===== src/source/cpu_pkg.sv =====
// Shared widths, opcodes and record types of the execution slice.
// Words keep the panel bit order with bit 0 as the most significant bit.

package cpu_pkg;

	// ----------------------------------------
	// widths
	// ----------------------------------------

	localparam int WORD_BITS = 16;
	localparam int REG_COUNT = 8;
	localparam int REG_BITS = $clog2(REG_COUNT);
	localparam int IMM_BITS = 6; // short constant T

	typedef logic [0:WORD_BITS-1] word_t;
	typedef logic [REG_BITS-1:0] reg_idx_t;

	// ----------------------------------------
	// opcodes, word bits 0..3
	// ----------------------------------------

	typedef enum logic [3:0] {
		OP_LW = 4'd0, // load sign-extended T
		OP_MV = 4'd1, // copy rC
		OP_AW = 4'd2,
		OP_AC = 4'd3, // add with carry
		OP_SW = 4'd4,
		OP_NR = 4'd5,
		OP_OR = 4'd6,
		OP_ER = 4'd7, // clear bits of A set in C
		OP_XR = 4'd8
	} op_e;

	typedef struct packed {
		logic z; // zero
		logic m; // minus, result bit 0
		logic v; // signed overflow
		logic c; // carry out of the sum
	} flags_t;

	// decoded instruction, decode -> execute
	typedef struct packed {
		logic valid;
		op_e op;
		reg_idx_t ra;
		reg_idx_t rc;
		word_t imm;
		logic wr_reg;
		logic arith; // sets z m v c
		logic logic_op; // sets z m only
		logic illegal;
	} dec_t;

	// executed instruction, execute -> result
	typedef struct packed {
		logic valid;
		logic illegal;
		logic wr_reg;
		reg_idx_t ra;
		word_t value;
		flags_t flags_new; // complete next flag value
	} res_t;

endpackage


===== src/source/cpu_decode.sv =====
// Instruction register stage. One word is captured per start pulse.
// Codes 9..15 are flagged illegal and never write a register.

`timescale 1ns/1ps

module cpu_decode (
	input logic __clk,
	input logic arst_n,
	input cpu_pkg::word_t kl,
	input logic start,
	output cpu_pkg::dec_t dec
);

	cpu_pkg::dec_t dec_next;

	// ----------------------------------------
	// field split and classification
	// ----------------------------------------

	always_comb begin
		dec_next = '0;
		dec_next.valid = 1'b1;
		dec_next.op = cpu_pkg::op_e'(kl[0:3]);
		dec_next.ra = kl[4:6]; // destination and first operand
		dec_next.rc = kl[7:9];
		// T is signed, bit 10 is its sign
		dec_next.imm = {{(cpu_pkg::WORD_BITS - cpu_pkg::IMM_BITS){kl[10]}}, kl[10:15]};

		case (dec_next.op)
			cpu_pkg::OP_LW, cpu_pkg::OP_MV: begin
				dec_next.wr_reg = 1'b1; // flags untouched
			end
			cpu_pkg::OP_AW, cpu_pkg::OP_AC, cpu_pkg::OP_SW: begin
				dec_next.wr_reg = 1'b1;
				dec_next.arith = 1'b1;
			end
			cpu_pkg::OP_NR, cpu_pkg::OP_OR, cpu_pkg::OP_ER, cpu_pkg::OP_XR: begin
				dec_next.wr_reg = 1'b1;
				dec_next.logic_op = 1'b1;
			end
			default: begin
				dec_next.illegal = 1'b1;
			end
		endcase
	end

	// ----------------------------------------
	// instruction register
	// ----------------------------------------

	always_ff @(posedge __clk or negedge arst_n) begin
		if (!arst_n) begin
			dec <= '0;
		end else if (start) begin
			dec <= dec_next;
		end else begin
			dec.valid <= 1'b0; // fields hold, slot empty
		end
	end

	// an illegal word must never reach the register file
	a_illegal_no_write: assert property (
		@(posedge __clk) disable iff (!arst_n)
		dec.valid && dec.illegal |-> !dec.wr_reg
	);

endmodule


===== src/source/cpu_execute.sv =====
// Arithmetic stage with single-level forwarding from the pending result.
// Only one result can be pending, so one bypass path covers all hazards.

`timescale 1ns/1ps

module cpu_execute (
	input logic __clk,
	input logic arst_n,
	input cpu_pkg::dec_t dec,
	input cpu_pkg::word_t rd_a_data,
	input cpu_pkg::word_t rd_c_data,
	input cpu_pkg::flags_t flags,
	output cpu_pkg::reg_idx_t rd_a,
	output cpu_pkg::reg_idx_t rd_c,
	output cpu_pkg::res_t res
);

	logic res_legal;
	logic fwd_a;
	logic fwd_c;
	cpu_pkg::word_t op_a;
	cpu_pkg::word_t op_c;
	cpu_pkg::flags_t cur_flags;
	cpu_pkg::word_t add_b; // second adder input, inverted for SW
	logic carry_in;
	logic [cpu_pkg::WORD_BITS:0] sum;
	cpu_pkg::word_t sum_word;
	cpu_pkg::word_t value;
	cpu_pkg::flags_t flags_new;

	assign rd_a = dec.ra;
	assign rd_c = dec.rc;

	// ----------------------------------------
	// operand select
	// ----------------------------------------

	assign res_legal = res.valid && !res.illegal;
	assign fwd_a = res_legal && res.wr_reg && (res.ra == dec.ra);
	assign fwd_c = res_legal && res.wr_reg && (res.ra == dec.rc);

	assign op_a = fwd_a ? res.value : rd_a_data;
	assign op_c = fwd_c ? res.value : rd_c_data;
	// whole flag word, so kept v and c also come from the pending result
	assign cur_flags = res_legal ? res.flags_new : flags;

	// ----------------------------------------
	// adder
	// ----------------------------------------

	always_comb begin
		add_b = op_c;
		carry_in = 1'b0;
		if (dec.op == cpu_pkg::OP_SW) begin
			add_b = ~op_c; // A + ~C + 1
			carry_in = 1'b1;
		end else if (dec.op == cpu_pkg::OP_AC) begin
			carry_in = cur_flags.c;
		end
	end

	assign sum = {1'b0, op_a} + {1'b0, add_b} + {{cpu_pkg::WORD_BITS{1'b0}}, carry_in};
	assign sum_word = sum[cpu_pkg::WORD_BITS-1:0];

	// ----------------------------------------
	// result and flags
	// ----------------------------------------

	always_comb begin
		case (dec.op)
			cpu_pkg::OP_LW: value = dec.imm;
			cpu_pkg::OP_MV: value = op_c;
			cpu_pkg::OP_AW, cpu_pkg::OP_AC, cpu_pkg::OP_SW: value = sum_word;
			cpu_pkg::OP_NR: value = op_a & op_c;
			cpu_pkg::OP_OR: value = op_a | op_c;
			cpu_pkg::OP_ER: value = op_a & ~op_c;
			cpu_pkg::OP_XR: value = op_a ^ op_c;
			default: value = '0; // illegal, never written
		endcase

		flags_new = cur_flags; // LW and MV keep everything
		if (dec.arith || dec.logic_op) begin
			flags_new.z = (value == '0);
			flags_new.m = value[0];
		end
		if (dec.arith) begin
			flags_new.v = (op_a[0] == add_b[0]) && (sum_word[0] != op_a[0]);
			flags_new.c = sum[cpu_pkg::WORD_BITS];
		end
	end

	always_ff @(posedge __clk or negedge arst_n) begin
		if (!arst_n) begin
			res <= '0;
		end else begin
			res.valid <= dec.valid;
			res.illegal <= dec.illegal;
			res.wr_reg <= dec.wr_reg;
			res.ra <= dec.ra;
			res.value <= value;
			res.flags_new <= flags_new;
		end
	end

	a_res_follows_dec: assert property (
		@(posedge __clk) disable iff (!arst_n)
		1'b1 |=> (res.valid == $past(dec.valid))
	);

endmodule


===== src/source/cpu_result.sv =====
// General registers, flag register and panel outputs.
// An illegal result only pulses ill and leaves all state alone.

`timescale 1ns/1ps

module cpu_result (
	input logic __clk,
	input logic arst_n,
	input cpu_pkg::res_t res,
	input cpu_pkg::reg_idx_t rd_a,
	input cpu_pkg::reg_idx_t rd_c,
	output cpu_pkg::word_t rd_a_data,
	output cpu_pkg::word_t rd_c_data,
	output cpu_pkg::flags_t flags,
	output cpu_pkg::word_t w,
	output logic p0,
	output logic ill
);

	cpu_pkg::word_t regs [cpu_pkg::REG_COUNT];
	logic commit;

	assign commit = res.valid && !res.illegal;

	// ----------------------------------------
	// register file
	// ----------------------------------------

	// asynchronous read ports for the execute stage
	assign rd_a_data = regs[rd_a];
	assign rd_c_data = regs[rd_c];

	always_ff @(posedge __clk or negedge arst_n) begin
		if (!arst_n) begin
			for (int i = 0; i < cpu_pkg::REG_COUNT; i++) begin
				regs[i] <= '0;
			end
		end else if (commit && res.wr_reg) begin
			regs[res.ra] <= res.value;
		end
	end

	// ----------------------------------------
	// flags, display and pulses
	// ----------------------------------------

	always_ff @(posedge __clk or negedge arst_n) begin
		if (!arst_n) begin
			flags <= '0;
			w <= '0;
			p0 <= 1'b0;
			ill <= 1'b0;
		end else begin
			p0 <= commit; // one cycle per finished word
			ill <= res.valid && res.illegal;
			if (commit) begin
				flags <= res.flags_new;
				w <= res.value;
			end
		end
	end

	a_p0_ill_exclusive: assert property (
		@(posedge __clk) disable iff (!arst_n)
		!(p0 && ill)
	);

endmodule


===== src/source/cpu.sv =====
// Three-stage execution slice driven from the panel key register.
// No memory, bus or interrupts. Each start gives p0 or ill two clocks later.

`timescale 1ns/1ps

module cpu (
	input logic __clk,
	input logic arst_n,
	input cpu_pkg::word_t kl,
	input logic start,
	output cpu_pkg::word_t w,
	output cpu_pkg::flags_t flags,
	output logic p0,
	output logic ill
);

	cpu_pkg::dec_t dec;
	cpu_pkg::res_t res;
	cpu_pkg::reg_idx_t rd_a;
	cpu_pkg::reg_idx_t rd_c;
	cpu_pkg::word_t rd_a_data;
	cpu_pkg::word_t rd_c_data;

	// ----------------------------------------
	// pipeline
	// ----------------------------------------

	cpu_decode i_decode (
		.__clk(__clk),
		.arst_n(arst_n),
		.kl(kl),
		.start(start),
		.dec(dec)
	);

	cpu_execute i_execute (
		.__clk(__clk),
		.arst_n(arst_n),
		.dec(dec),
		.rd_a_data(rd_a_data),
		.rd_c_data(rd_c_data),
		.flags(flags), // committed flags, bypassed inside
		.rd_a(rd_a),
		.rd_c(rd_c),
		.res(res)
	);

	cpu_result i_result (
		.__clk(__clk),
		.arst_n(arst_n),
		.res(res),
		.rd_a(rd_a),
		.rd_c(rd_c),
		.rd_a_data(rd_a_data),
		.rd_c_data(rd_c_data),
		.flags(flags),
		.w(w),
		.p0(p0),
		.ill(ill)
	);

endmodule


===== config.mk =====
export PLATFORM = sky130hd
export DESIGN_NAME = cpu
export DESIGN_NICKNAME = d
export VERILOG_FILES = /design/src/source/cpu_pkg.sv /design/src/source/cpu_decode.sv /design/src/source/cpu_execute.sv /design/src/source/cpu_result.sv /design/src/source/cpu.sv
export SDC_FILE = /design/constraint.sdc
export NUM_CORES = 1
export LEC_CHECK = 0
export ABC_AREA = 1
export BUFFER_PORTS_ARGS = -buffer_cell sky130_fd_sc_hd__buf_2
export CORE_ASPECT_RATIO = 0.5
export CORE_UTILIZATION = 50
export CTS_CLUSTER_SIZE = 25
export DETAILED_ROUTE_END_ITERATION = 8
export GPL_ROUTABILITY_DRIVEN = 0
export PLACE_DENSITY = 0.66
export RECOVER_POWER = 50
export SLEW_MARGIN = 15
export SYNTH_ARGS = -nofsm -noshare
export SYNTH_HDL_FRONTEND = slang
export SYNTH_HIERARCHICAL = 1
export SYNTH_SLANG_ARGS = --single-unit

===== constraint.sdc =====
create_clock -name __clk -period 5.52 [get_ports __clk]
set_input_delay 1.104 -clock __clk [delete_from_list [all_inputs] [get_ports __clk]]
set_output_delay 1.104 -clock __clk [all_outputs]
set_load 0.02 [all_outputs]

==> out/results.ini, run 1 <==
[floorplan]
die_area_mm2 = 0.02833
core_area_mm2 = 0.02680
rows = 42
ios = 41
start_util = 0.5153
die_w_um = 237.0
die_height_um = 119.5

[clocking]
cts-root-buf = clkbuf_16
post_cts_buffers = 0
clk_path_buf_depth = 2
path_clk_slew_ns = 0.07
cts.sinks = 197
cts_hold_buf = 0
cts_tree = done
h-tree-depth = 4
clk_latency_ns = 0.46
cts_resized = 0
cts-buffers-inserted = 17

[critical_path]
crit_fanout = 24
r2r-start = i_execute/res[20]
path_cells = inv_1 -> nand2_1 -> nand2_1 -> nor2_4 -> nand2_2 -> nand2_1 -> nand2_1 -> xor2_1 -> fa_1 -> fa_1 -> inv_1 -> nand3_1 -> nand2_1 -> nand2_1 -> a21oi_1 -> nor2_1 -> nor2_1 -> nand2_1 -> nor2_1 -> nand2_1 -> nor2_1 -> nand3_1 -> nand3_1
crit_top_cell = nand2_1
cp-start-kind = register
crit_slowest_cell = dfrtp_1
cpLargestDelayFamily = simple AND/OR/NAND/NOR gates
critPathMaxStageDelay_ns = 0.56
r2r_cells = 23
critPathCaptureType = register
crit_buf_inv = 2
critPathArrivalTime_ns = 4.78
r2r_setup_slack_ns = 1.13
required_ns = 5.91
path_class = register to register
r2r-end = i_execute/res[3]

[place]
pre_cts_slack_ns = 1.231
io_buffers = 40
place_hpwl_um = 29240
dp_cells = 2528
place_area_mm2 = 0.01395

[synthesis]
synth_cell_types = 37
async_flop_share = 1.000
avgSynthCellArea_um2 = 6.154
ys_warn_count = 6
synthCells = 2244
synthTopCellsByCount = nand2_1, inv_1, nand3_1
synth-edff-count = 0
yosysMostFrequentCell = nand2_1
syn_area_mm2 = 0.01381
synth.area.top_cells = dfrtp_1, nand2_1, nand3_1
synth.top_cell.area_share = 0.3570
yosysSeqAreaShare = 0.3570
ys_ff_latch = 197
synth_area_leader_cell = dfrtp_1
syn_nets = 2297
ys.flop_type = dfrtp_1

[detailed_routing]
first_pass_iters = 8
ant_nets = 0
wire_per_inst_um = 16.38
drc = 0
vias = 13330
vias_per_cell = 5.209
drt_iter0_markers = 1769
wl_um = 41920

[timing]
setup_tns_ns = 0
fin_skew_ns = 0.01082
relSlewSlack = -0.8049
period_minus_slack_ns = 4.389
whs_ns = 0.3581
finalHoldViolations = 0
slew_viol_final = 150
final.period_utilization = 0.7952
setup_violations = 0
worstMarginPinSlew_ns = 2.707
grt_setup_unrepaired = no
setup_ws_ns = 1.131
fmax_ghz = 0.2278

[global_route]
track_usage = 0.3097
gr-total-overflow = 0
antenna_found_initial = 0
grt_pass1_wl_um = 67790
grt_pass1_vias = 12270
grt_max_degree = 111

[final_layout]
nets = 2248
stdcell_count = 2559
final_cell_area_mm2 = 0.01449
diodes = 0
fin_util = 0.5408
fillers = 2784
drive_above_1_share = 0.04304
area_growth_pct = 4.956

[power]
powerDensity_mw_per_mm2 = 338.1
vdd_drop_max_mv = 0.2243
leakage_nw = 8.489
power_mw = 4.901

[hold_path]
hold_path_end = i_execute/res[25]
hp-class = register to register
hold_depth = 0
min_from = i_decode/dec[30]

[status]
violations = capacitance limit, slew limit
status = finished, violations left

[job]
cap_viol_max_count = 2

==> state kept, by name, indices dropped and copies added, names as in the netlist <==
| name | count |
|---|---|
| i_result/regs | 128 |
| i_execute/res | 26 |
| i_result/w | 16 |
| i_result/p0 | 1 |
| i_result/flags | 4 |
| i_result/ill | 1 |
| i_decode/dec | 21 |
==> kinds of logic (layout without fill, tap and decap cells) <==
kind of cell	after synthesis	in the layout	synth area share
and+or+nand+nor	1465	1465	0.4324
buffers and inverters	434	397	0.1308
DFF	197	197	0.3570
AOI/OAI and AO/OA	98	98	0.03778
adders and majority gates	34	34	0.03189
xor gates and xnor gates	16	16	0.01015
==> cell type report <==
type | instances | area, um2 | area share
Tap cell | 352 | 440.4 | 0.03039
Sequential cell | 197 | 4932 | 0.3403
Inverter | 311 | 1167 | 0.08054
Timing Repair Buffer | 55 | 289.0 | 0.01994
Multi-Input combinational cell | 1613 | 7073 | 0.4880
Clock inverter | 12 | 148.9 | 0.01027
Clock buffer | 19 | 442.9 | 0.03056
==> worst max-delay path by stage <==
| stage | start | to | slack, ns | cells after the start |
|---|---|---|---|---|
| 2_1_floorplan | i_decode/dec[21] | i_execute/res[3] | 1.92 | 27 |
| 3_3_place_gp | i_decode/dec[27] | i_execute/res[3] | 1.26 | 19 |
| 3_5_place_dp | i_execute/res[20] | i_execute/res[3] | 1.23 | 23 |
| 4_1_cts | i_execute/res[20] | i_execute/res[3] | 1.21 | 23 |
| 5_1_grt | i_execute/res[20] | i_execute/res[3] | 0.74 | 23 |
| 6_report | i_execute/res[20] | i_execute/res[3] | 1.13 | 23 |
==> metal layers <==
layer	global-route usage	routed length [um]	share of wire	vias up
met5	0	0	0	-
met4	0.09497	907	0.022	0
met3	0.06809	4119	0.098	60
met2	0.4458	17360	0.41	547
met1	0.4606	19530	0.47	6080
li1	-	-	-	6644
==> layout by cell type, fill, tap and decap left out, drive strengths merged <==
| cell type | n |
|---|---|
| nand2 | 1104 |
| inv | 314 |
| nand3 | 248 |
| dfrtp | 197 |
| nor2 | 93 |
| o21ai | 75 |
| clkbuf | 43 |
| ha | 32 |
| buf | 31 |
| xor2 | 16 |
| a21oi | 15 |
| nand3b | 6 |
| clkinv | 6 |
| nand4 | 5 |
| and2 | 5 |
| bufinv | 2 |
| o21a | 2 |
| a21boi | 2 |
| or2 | 2 |
| fa | 2 |
| nor3 | 2 |
| clkinvlp | 1 |
| a41oi | 1 |
| o211a | 1 |
| a22oi | 1 |
| o211ai | 1 |
==> where the power goes <==
part / switching [mW] / internal [mW]
sequential: 0.288 / 1.70
clock: 0.603 / 0.688
combinational: 1.11 / 0.505
(Power assumes the default switching activity.)
==> run 2, diff against run 1 <==
PLACE_DENSITY = 0.69   (was 0.66)
clock period = 3.84 ns   (was 5.52 ns; I/O delays follow)
==> run 2 against run 1 <==
Register-to-register slack got worse by 0.89 ns. Highest routed layer unchanged. The flow still finishes with violations (capacitance limit, slew limit). Routed wire length increased by 2.8%. Critical path type unchanged. Via count increased by 2.7%. Clock-buffer cell count decreased by 2. Flip-flop and latch count unchanged. Worst hold slack improved by 0.018 ns. Total power increased by 47%. Design area increased by 2.8%. Global-route usage increased by 0.51 points.
==> out/results.ini, run 2 (synthesized netlist as in run 1, its figures left out) <==
[power]
powerDensity_mw_per_mm2 = 484.4  ; +43%
leakage_nw = 8.772  ; +3.3%
power_mw = 7.219  ; +47%
vdd_drop_max_mv = 0.3503  ; +56%

[detailed_routing]
ant_nets = 0  ; unchanged
vias = 13690  ; +2.7%
wl_um = 43110  ; +2.8%
drt_iter0_markers = 1527  ; -14%
wire_per_inst_um = 16.61  ; +1.4%
drc = 0  ; unchanged
vias_per_cell = 5.275  ; +1.3%
first_pass_iters = 8  ; unchanged

[timing]
finalHoldViolations = 0  ; unchanged
setup_ws_ns = 0.2411  ; -0.8896 ns
grt_setup_unrepaired = no
relSlewSlack = -0.3644  ; +0.4405
worstMarginPinSlew_ns = 2.047  ; -0.6608 ns
period_minus_slack_ns = 3.599  ; -0.7904 ns
setup_tns_ns = 0  ; unchanged
final.period_utilization = 0.9372  ; +0.1421
fin_skew_ns = 0.01531  ; +0.004490 ns
setup_violations = 0  ; unchanged
fmax_ghz = 0.2779  ; +22%
slew_viol_final = 119  ; -21%

[place]
place_hpwl_um = 30240  ; +3.4%
pre_cts_slack_ns = 0.2480  ; -0.9827 ns
io_buffers = 40  ; unchanged

[floorplan]
die_w_um = 237.0  ; unchanged
start_util = 0.5153  ; unchanged
ios = 41  ; unchanged
core_area_mm2 = 0.02680  ; unchanged
rows = 42  ; unchanged
die_area_mm2 = 0.02833  ; unchanged
die_height_um = 119.5  ; unchanged

[final_layout]
diodes = 0  ; unchanged
largest_register_ffs = 128  ; unchanged
final_cell_mix = nand2_1, inv_1, nand3_1
fillers = 2690  ; -3.4%
final_common_cell = nand2_1
largestRegisters = i_result/regs x128, i_execute/res x26, i_decode/dec x21
drive_above_1_share = 0.06774  ; +0.02469
top_register = i_result/regs
area_growth_pct = 7.910
seq_area_mm2 = 0.004932  ; unchanged
multi_input_area_mm2 = 0.007076  ; about the same
nets = 2284  ; +1.6%

[global_route]
gr-total-overflow = 0  ; unchanged
grt_pass1_wl_um = 68610  ; +1.2%
grt_max_degree = 80  ; -28%
grt_pass1_vias = 12540  ; +2.2%
antenna_found_initial = 0  ; unchanged
track_usage = 0.3148  ; +0.005103

[critical_path]
critPathArrivalTime_ns = 3.99  ; -0.79 ns
crit_slowest_cell = dfrtp_2
required_ns = 4.24  ; -1.67 ns
crit_fanout = 16  ; -33%
cp-start-kind = register
crit_top_cell = nand2_1
path_class = register to register
critPathMaxStageDelay_ns = 0.45  ; -0.11 ns
path_cells = inv_1 -> buf_4 -> nand3_1 -> nand2_1 -> nand2_1 -> nand2_1 -> inv_1 -> nand2_1 -> nand2_1 -> xor2_1 -> ha_1 -> nand2_1 -> nor2_1 -> and2_1 -> nand2_1 -> nand2_1 -> nand2_1 -> nand3_1 -> nand3_1 -> nor2_1 -> nand2_1 -> nor2_1 -> nand3_1 -> nand3_1
critPathCaptureType = register

[clocking]
cts-root-buf = clkbuf_16
cts.sinks = 197  ; unchanged
path_clk_slew_ns = 0.08  ; about the same
h-tree-depth = 4  ; unchanged
cts_hold_buf = 0  ; unchanged
cts_tree = done
clk_latency_ns = 0.46  ; about the same
clk_path_buf_depth = 2  ; unchanged
cts-buffers-inserted = 17  ; unchanged

[status]
status = finished, violations left
violations = capacitance limit, slew limit

[job]
cap_viol_max_count = 2  ; unchanged

[hold_path]
hp-class = register to register

[run 2: cell types whose count changed in the layout (fill, tap and decap cells not counted), moves of 2 or more]
cell | before | now
buf_12 | 1 | 7
buf_2 | 20 | 38
inv_8 | 1 | 3
buf_4 | 10 | 38
clkbuf_1 | 22 | 4
[run 2: timing repair]
| item | CTS | global route |
|---|---|---|
| hold endpoints to repair | 0 | 0 |
| setup endpoints to repair | 0 | 1 |
| gates resized for setup | 0 | 3 |
| setup buffers | 0 | 4 |
[run 2: power breakdown]
part	switching (mW)	leakage (nW)	internal (mW)	total, mW
sequential	0.323	2.64	2.45	2.78
clock	0.908	0.295	0.989	1.90
combinational	1.73	5.84	0.819	2.55
[run 2: worst max-delay path, delay by kind of cell (launching register included)]
family | cells | cell delay, ns
flip-flops | 1 | 0.45
adder cells (fa/ha/maj) | 1 | 0.35
XOR/XNOR | 1 | 0.17
AND/OR/NAND/NOR | 19 | 2.08
buffers and inverters | 3 | 0.46
[run 2: metal layers]
layer  track usage  part of all wire  up-vias
li1              -                 -     6721
met1        0.4582              0.45     6256
met2        0.4680              0.42      637
met3       0.06901              0.10       80
met4       0.09253             0.021        0
met5             0                 0        -
[run 2: worst paths after layout]
path	start	end	slack (ns)	cells after the start
setup / recovery	i_decode/dec[21]	i_execute/res[3]	0.24	24
hold / removal	i_decode/dec[30]	i_execute/res[25]	0.38	0
setup reg to reg	i_decode/dec[21]	i_execute/res[3]	0.24	24
hold reg to reg	i_decode/dec[30]	i_execute/res[25]	0.38	0
max in group asynchronous	arst_n	i_decode/dec[21]	0.85	2
min in group asynchronous	arst_n	i_decode/dec[29]	0.86	1
[run 2: final cells by class]
type	count	area share
flip-flops and latches	197	0.3310
clock buffers	17	0.02855
clock inverters	15	0.01276
inverters	311	0.07834
well taps	352	0.02955
repair buffers	91	0.04500
multi-input cells	1613	0.4748
[run 2: metrics by stage]
stage	hold WS (ns)	util	area [um2]	std cells
after floorplan	0.3312	-	13810	2244
after global placement	0.3315	0.5324	14270	2559
after detailed placement	0.3567	0.5324	14270	2559
after CTS	0.3366	0.5553	14880	2591
after global routing	0.3815	0.5560	14900	2596
final	0.3761	0.5560	14900	2596
==> run 3, diff against run 2 <==
CELL_PAD_IN_SITES_DETAIL_PLACEMENT = 1   (was unset)
CELL_PAD_IN_SITES_GLOBAL_PLACEMENT = 2   (was unset)
CORE_ASPECT_RATIO = unset   (was 0.5)
CORE_UTILIZATION = 37   (was 50)
PLACE_DENSITY = 0.86   (was 0.69)
clock period = 4.6 ns   (was 3.84 ns; I/O delays follow)
==> run 3 against run 2 <==
Worst setup slack better by 0.33 ns. Clock-buffer cell count is 1 higher. The run still ends with capacitance limit, slew limit left. Largest cell class unchanged. Critical path type unchanged. Flip-flop and latch count stayed put. Worst hold slack worse by 0.036 ns. Clock skew is 0.0012 ns lower. Design area is 0.59% lower.
==> out/results.ini, run 3 (synthesized netlist as in run 1, its figures left out) <==
[status]
status = finished, violations left
violations = capacitance limit, slew limit

[final_layout]
drive_above_1_share = 0.05768  ; -0.01005
largestRegisters = i_result/regs x128, i_execute/res x26, i_decode/dec x21
top_register = i_result/regs
diodes = 0  ; unchanged
largest_register_ffs = 128  ; unchanged
fillers = 4905  ; +82%
final_cell_mix = nand2_1, inv_1, nand3_1
fin_util = 0.4037  ; -0.1523
area_growth_pct = 7.275
multi_input_area_mm2 = 0.007076  ; unchanged
seq_area_mm2 = 0.004932  ; unchanged
final_common_cell = nand2_1
nets = 2259  ; -1.1%

[detailed_routing]
wire_per_inst_um = 18.27  ; +10%
vias_per_cell = 5.118  ; -3.0%
drc = 0  ; unchanged
vias = 13750  ; +0.43%
ant_nets = 0  ; unchanged
drt_iter0_markers = 774  ; -49%
wl_um = 49080  ; +14%
first_pass_iters = 5  ; -3

[timing]
worstMarginPinSlew_ns = 2.397  ; +0.3500 ns
finalHoldViolations = 0  ; unchanged
period_minus_slack_ns = 4.032  ; +0.4329 ns
fin_skew_ns = 0.01409  ; -0.001219 ns
setup_violations = 0  ; unchanged
fmax_ghz = 0.2480  ; -11%
grt_setup_unrepaired = no
slew_viol_final = 122  ; +2.5%
setup_tns_ns = 0  ; unchanged
relSlewSlack = -0.5977  ; -0.2333
final.period_utilization = 0.8765  ; -0.06073

[clocking]
cts_hold_buf = 0  ; unchanged
cts_resized = 0  ; unchanged
post_cts_buffers = 0  ; unchanged
cts.sinks = 197  ; unchanged
cts_tree = done
cts-root-buf = clkbuf_16
cts-buffers-inserted = 17  ; unchanged
h-tree-depth = 4  ; unchanged
clk_latency_ns = 0.47  ; about the same
clk_path_buf_depth = 2  ; unchanged
path_clk_slew_ns = 0.08  ; about the same

[critical_path]
path_class = register to register
required_ns = 4.99  ; +0.75 ns
critPathArrivalTime_ns = 4.42  ; +0.43 ns
cp-start-kind = register
r2r_setup_slack_ns = 0.57  ; +0.33 ns
r2r-end = i_execute/res[3]
crit_fanout = 25  ; +9
r2r-start = i_execute/res[20]
r2r_cells = 20  ; -17%
critPathCaptureType = register

[floorplan]
core_area_mm2 = 0.03670  ; +37%
rows = 70  ; +67%
die_w_um = 195.2  ; -18%
start_util = 0.3763  ; -0.1390
die_area_mm2 = 0.03810  ; +34%
ios = 41  ; unchanged
die_height_um = 195.2  ; +63%

[global_route]
track_usage = 0.2691  ; -0.04564
gr-total-overflow = 0  ; unchanged
grt_max_degree = 84  ; +5.0%
antenna_found_initial = 0  ; unchanged
grt_pass1_wl_um = 79450  ; +16%
grt_pass1_vias = 14310  ; +14%

[hold_path]
hold_path_end = i_execute/res[25]
hold_depth = 0  ; unchanged
min_from = i_decode/dec[30]
hp-class = register to register

[job]
cap_viol_max_count = 2  ; unchanged

[power]
leakage_nw = 8.639  ; -1.5%
powerDensity_mw_per_mm2 = 405.6  ; -16%
vdd_drop_max_mv = 0.3227  ; -7.9%

[place]
place_hpwl_um = 34890  ; +15%
io_buffers = 40  ; unchanged

[run 3: area by class of cell]
type,count,share of cell area
Timing Repair Buffer,66,0.02956
Clock inverter,14,0.01191
Inverter,311,0.07880
Clock buffer,18,0.02965
Multi-Input combinational cell,1613,0.4776
Tap cell,468,0.03953
Sequential cell,197,0.3329
[run 3: per-layer routing]
metal | global-route usage | up-vias | share of wire
met5 | 0 | - | 0
met4 | 0.07407 | 0 | 0.023
met3 | 0.03541 | 62 | 0.034
met2 | 0.4583 | 227 | 0.48
met1 | 0.3570 | 6782 | 0.46
li1 | - | 6682 | -
[run 3: metrics by stage]
stage / power, mW / hold slack, ns / instances / worst slack [ns] / area (um2)
after floorplan: 3.725 / 0.3312 / 2244 / 0.9996 / 13810
after global placement: 4.334 / 0.3343 / 2655 / 0.7091 / 14210
after detailed placement: 4.408 / 0.3373 / 2655 / 0.6249 / 14210
after CTS: 6.062 / 0.3455 / 2687 / 0.6018 / 14830
after global routing: 6.445 / 0.3496 / 2687 / 0.1207 / 14810
final: 6.009 / 0.3400 / 2687 / 0.5682 / 14810
[run 3: how the worst max path moves through the flow]
| stage | cells after the start | endpoint | slack, ns | from |
|---|---|---|---|---|
| finish | 20 | i_execute/res[3] | 0.57 | i_execute/res[20] |
| global route | 21 | i_execute/res[3] | 0.12 | i_decode/dec[23] |
| CTS | 25 | i_execute/res[3] | 0.60 | i_decode/dec[20] |
| detailed placement | 25 | i_execute/res[3] | 0.62 | i_decode/dec[20] |
| global placement | 21 | i_execute/res[3] | 0.71 | i_decode/dec[23] |
| floorplan | 27 | i_execute/res[3] | 1.0 | i_decode/dec[21] |
[run 3: report_power, final]
group	switching [mW]	internal, mW	leakage, nW
clock	0.755	0.878	0.297
sequential	0.322	2.05	2.64
combinational	1.37	0.635	5.71
total	2.45	3.56	8.64
[run 3: worst max-delay path, stage by stage (launching register included)]
cell     delay (ns)
dfrtp_1        0.58
inv_1          0.12
nand2_1        0.08
nand2_1        0.08
nor2_4         0.25
nand2_2        0.38
nand2_1        0.18
o21ai_2        0.10
fa_1           0.44
fa_1           0.43
inv_1          0.15
nand3_1        0.18
nand3_1        0.13
nand2_1        0.06
nand3_1        0.11
nand3_1        0.11
nor2_1         0.24
nand2_1        0.08
nor2_1         0.12
nand3_1        0.07
nand3_1        0.07
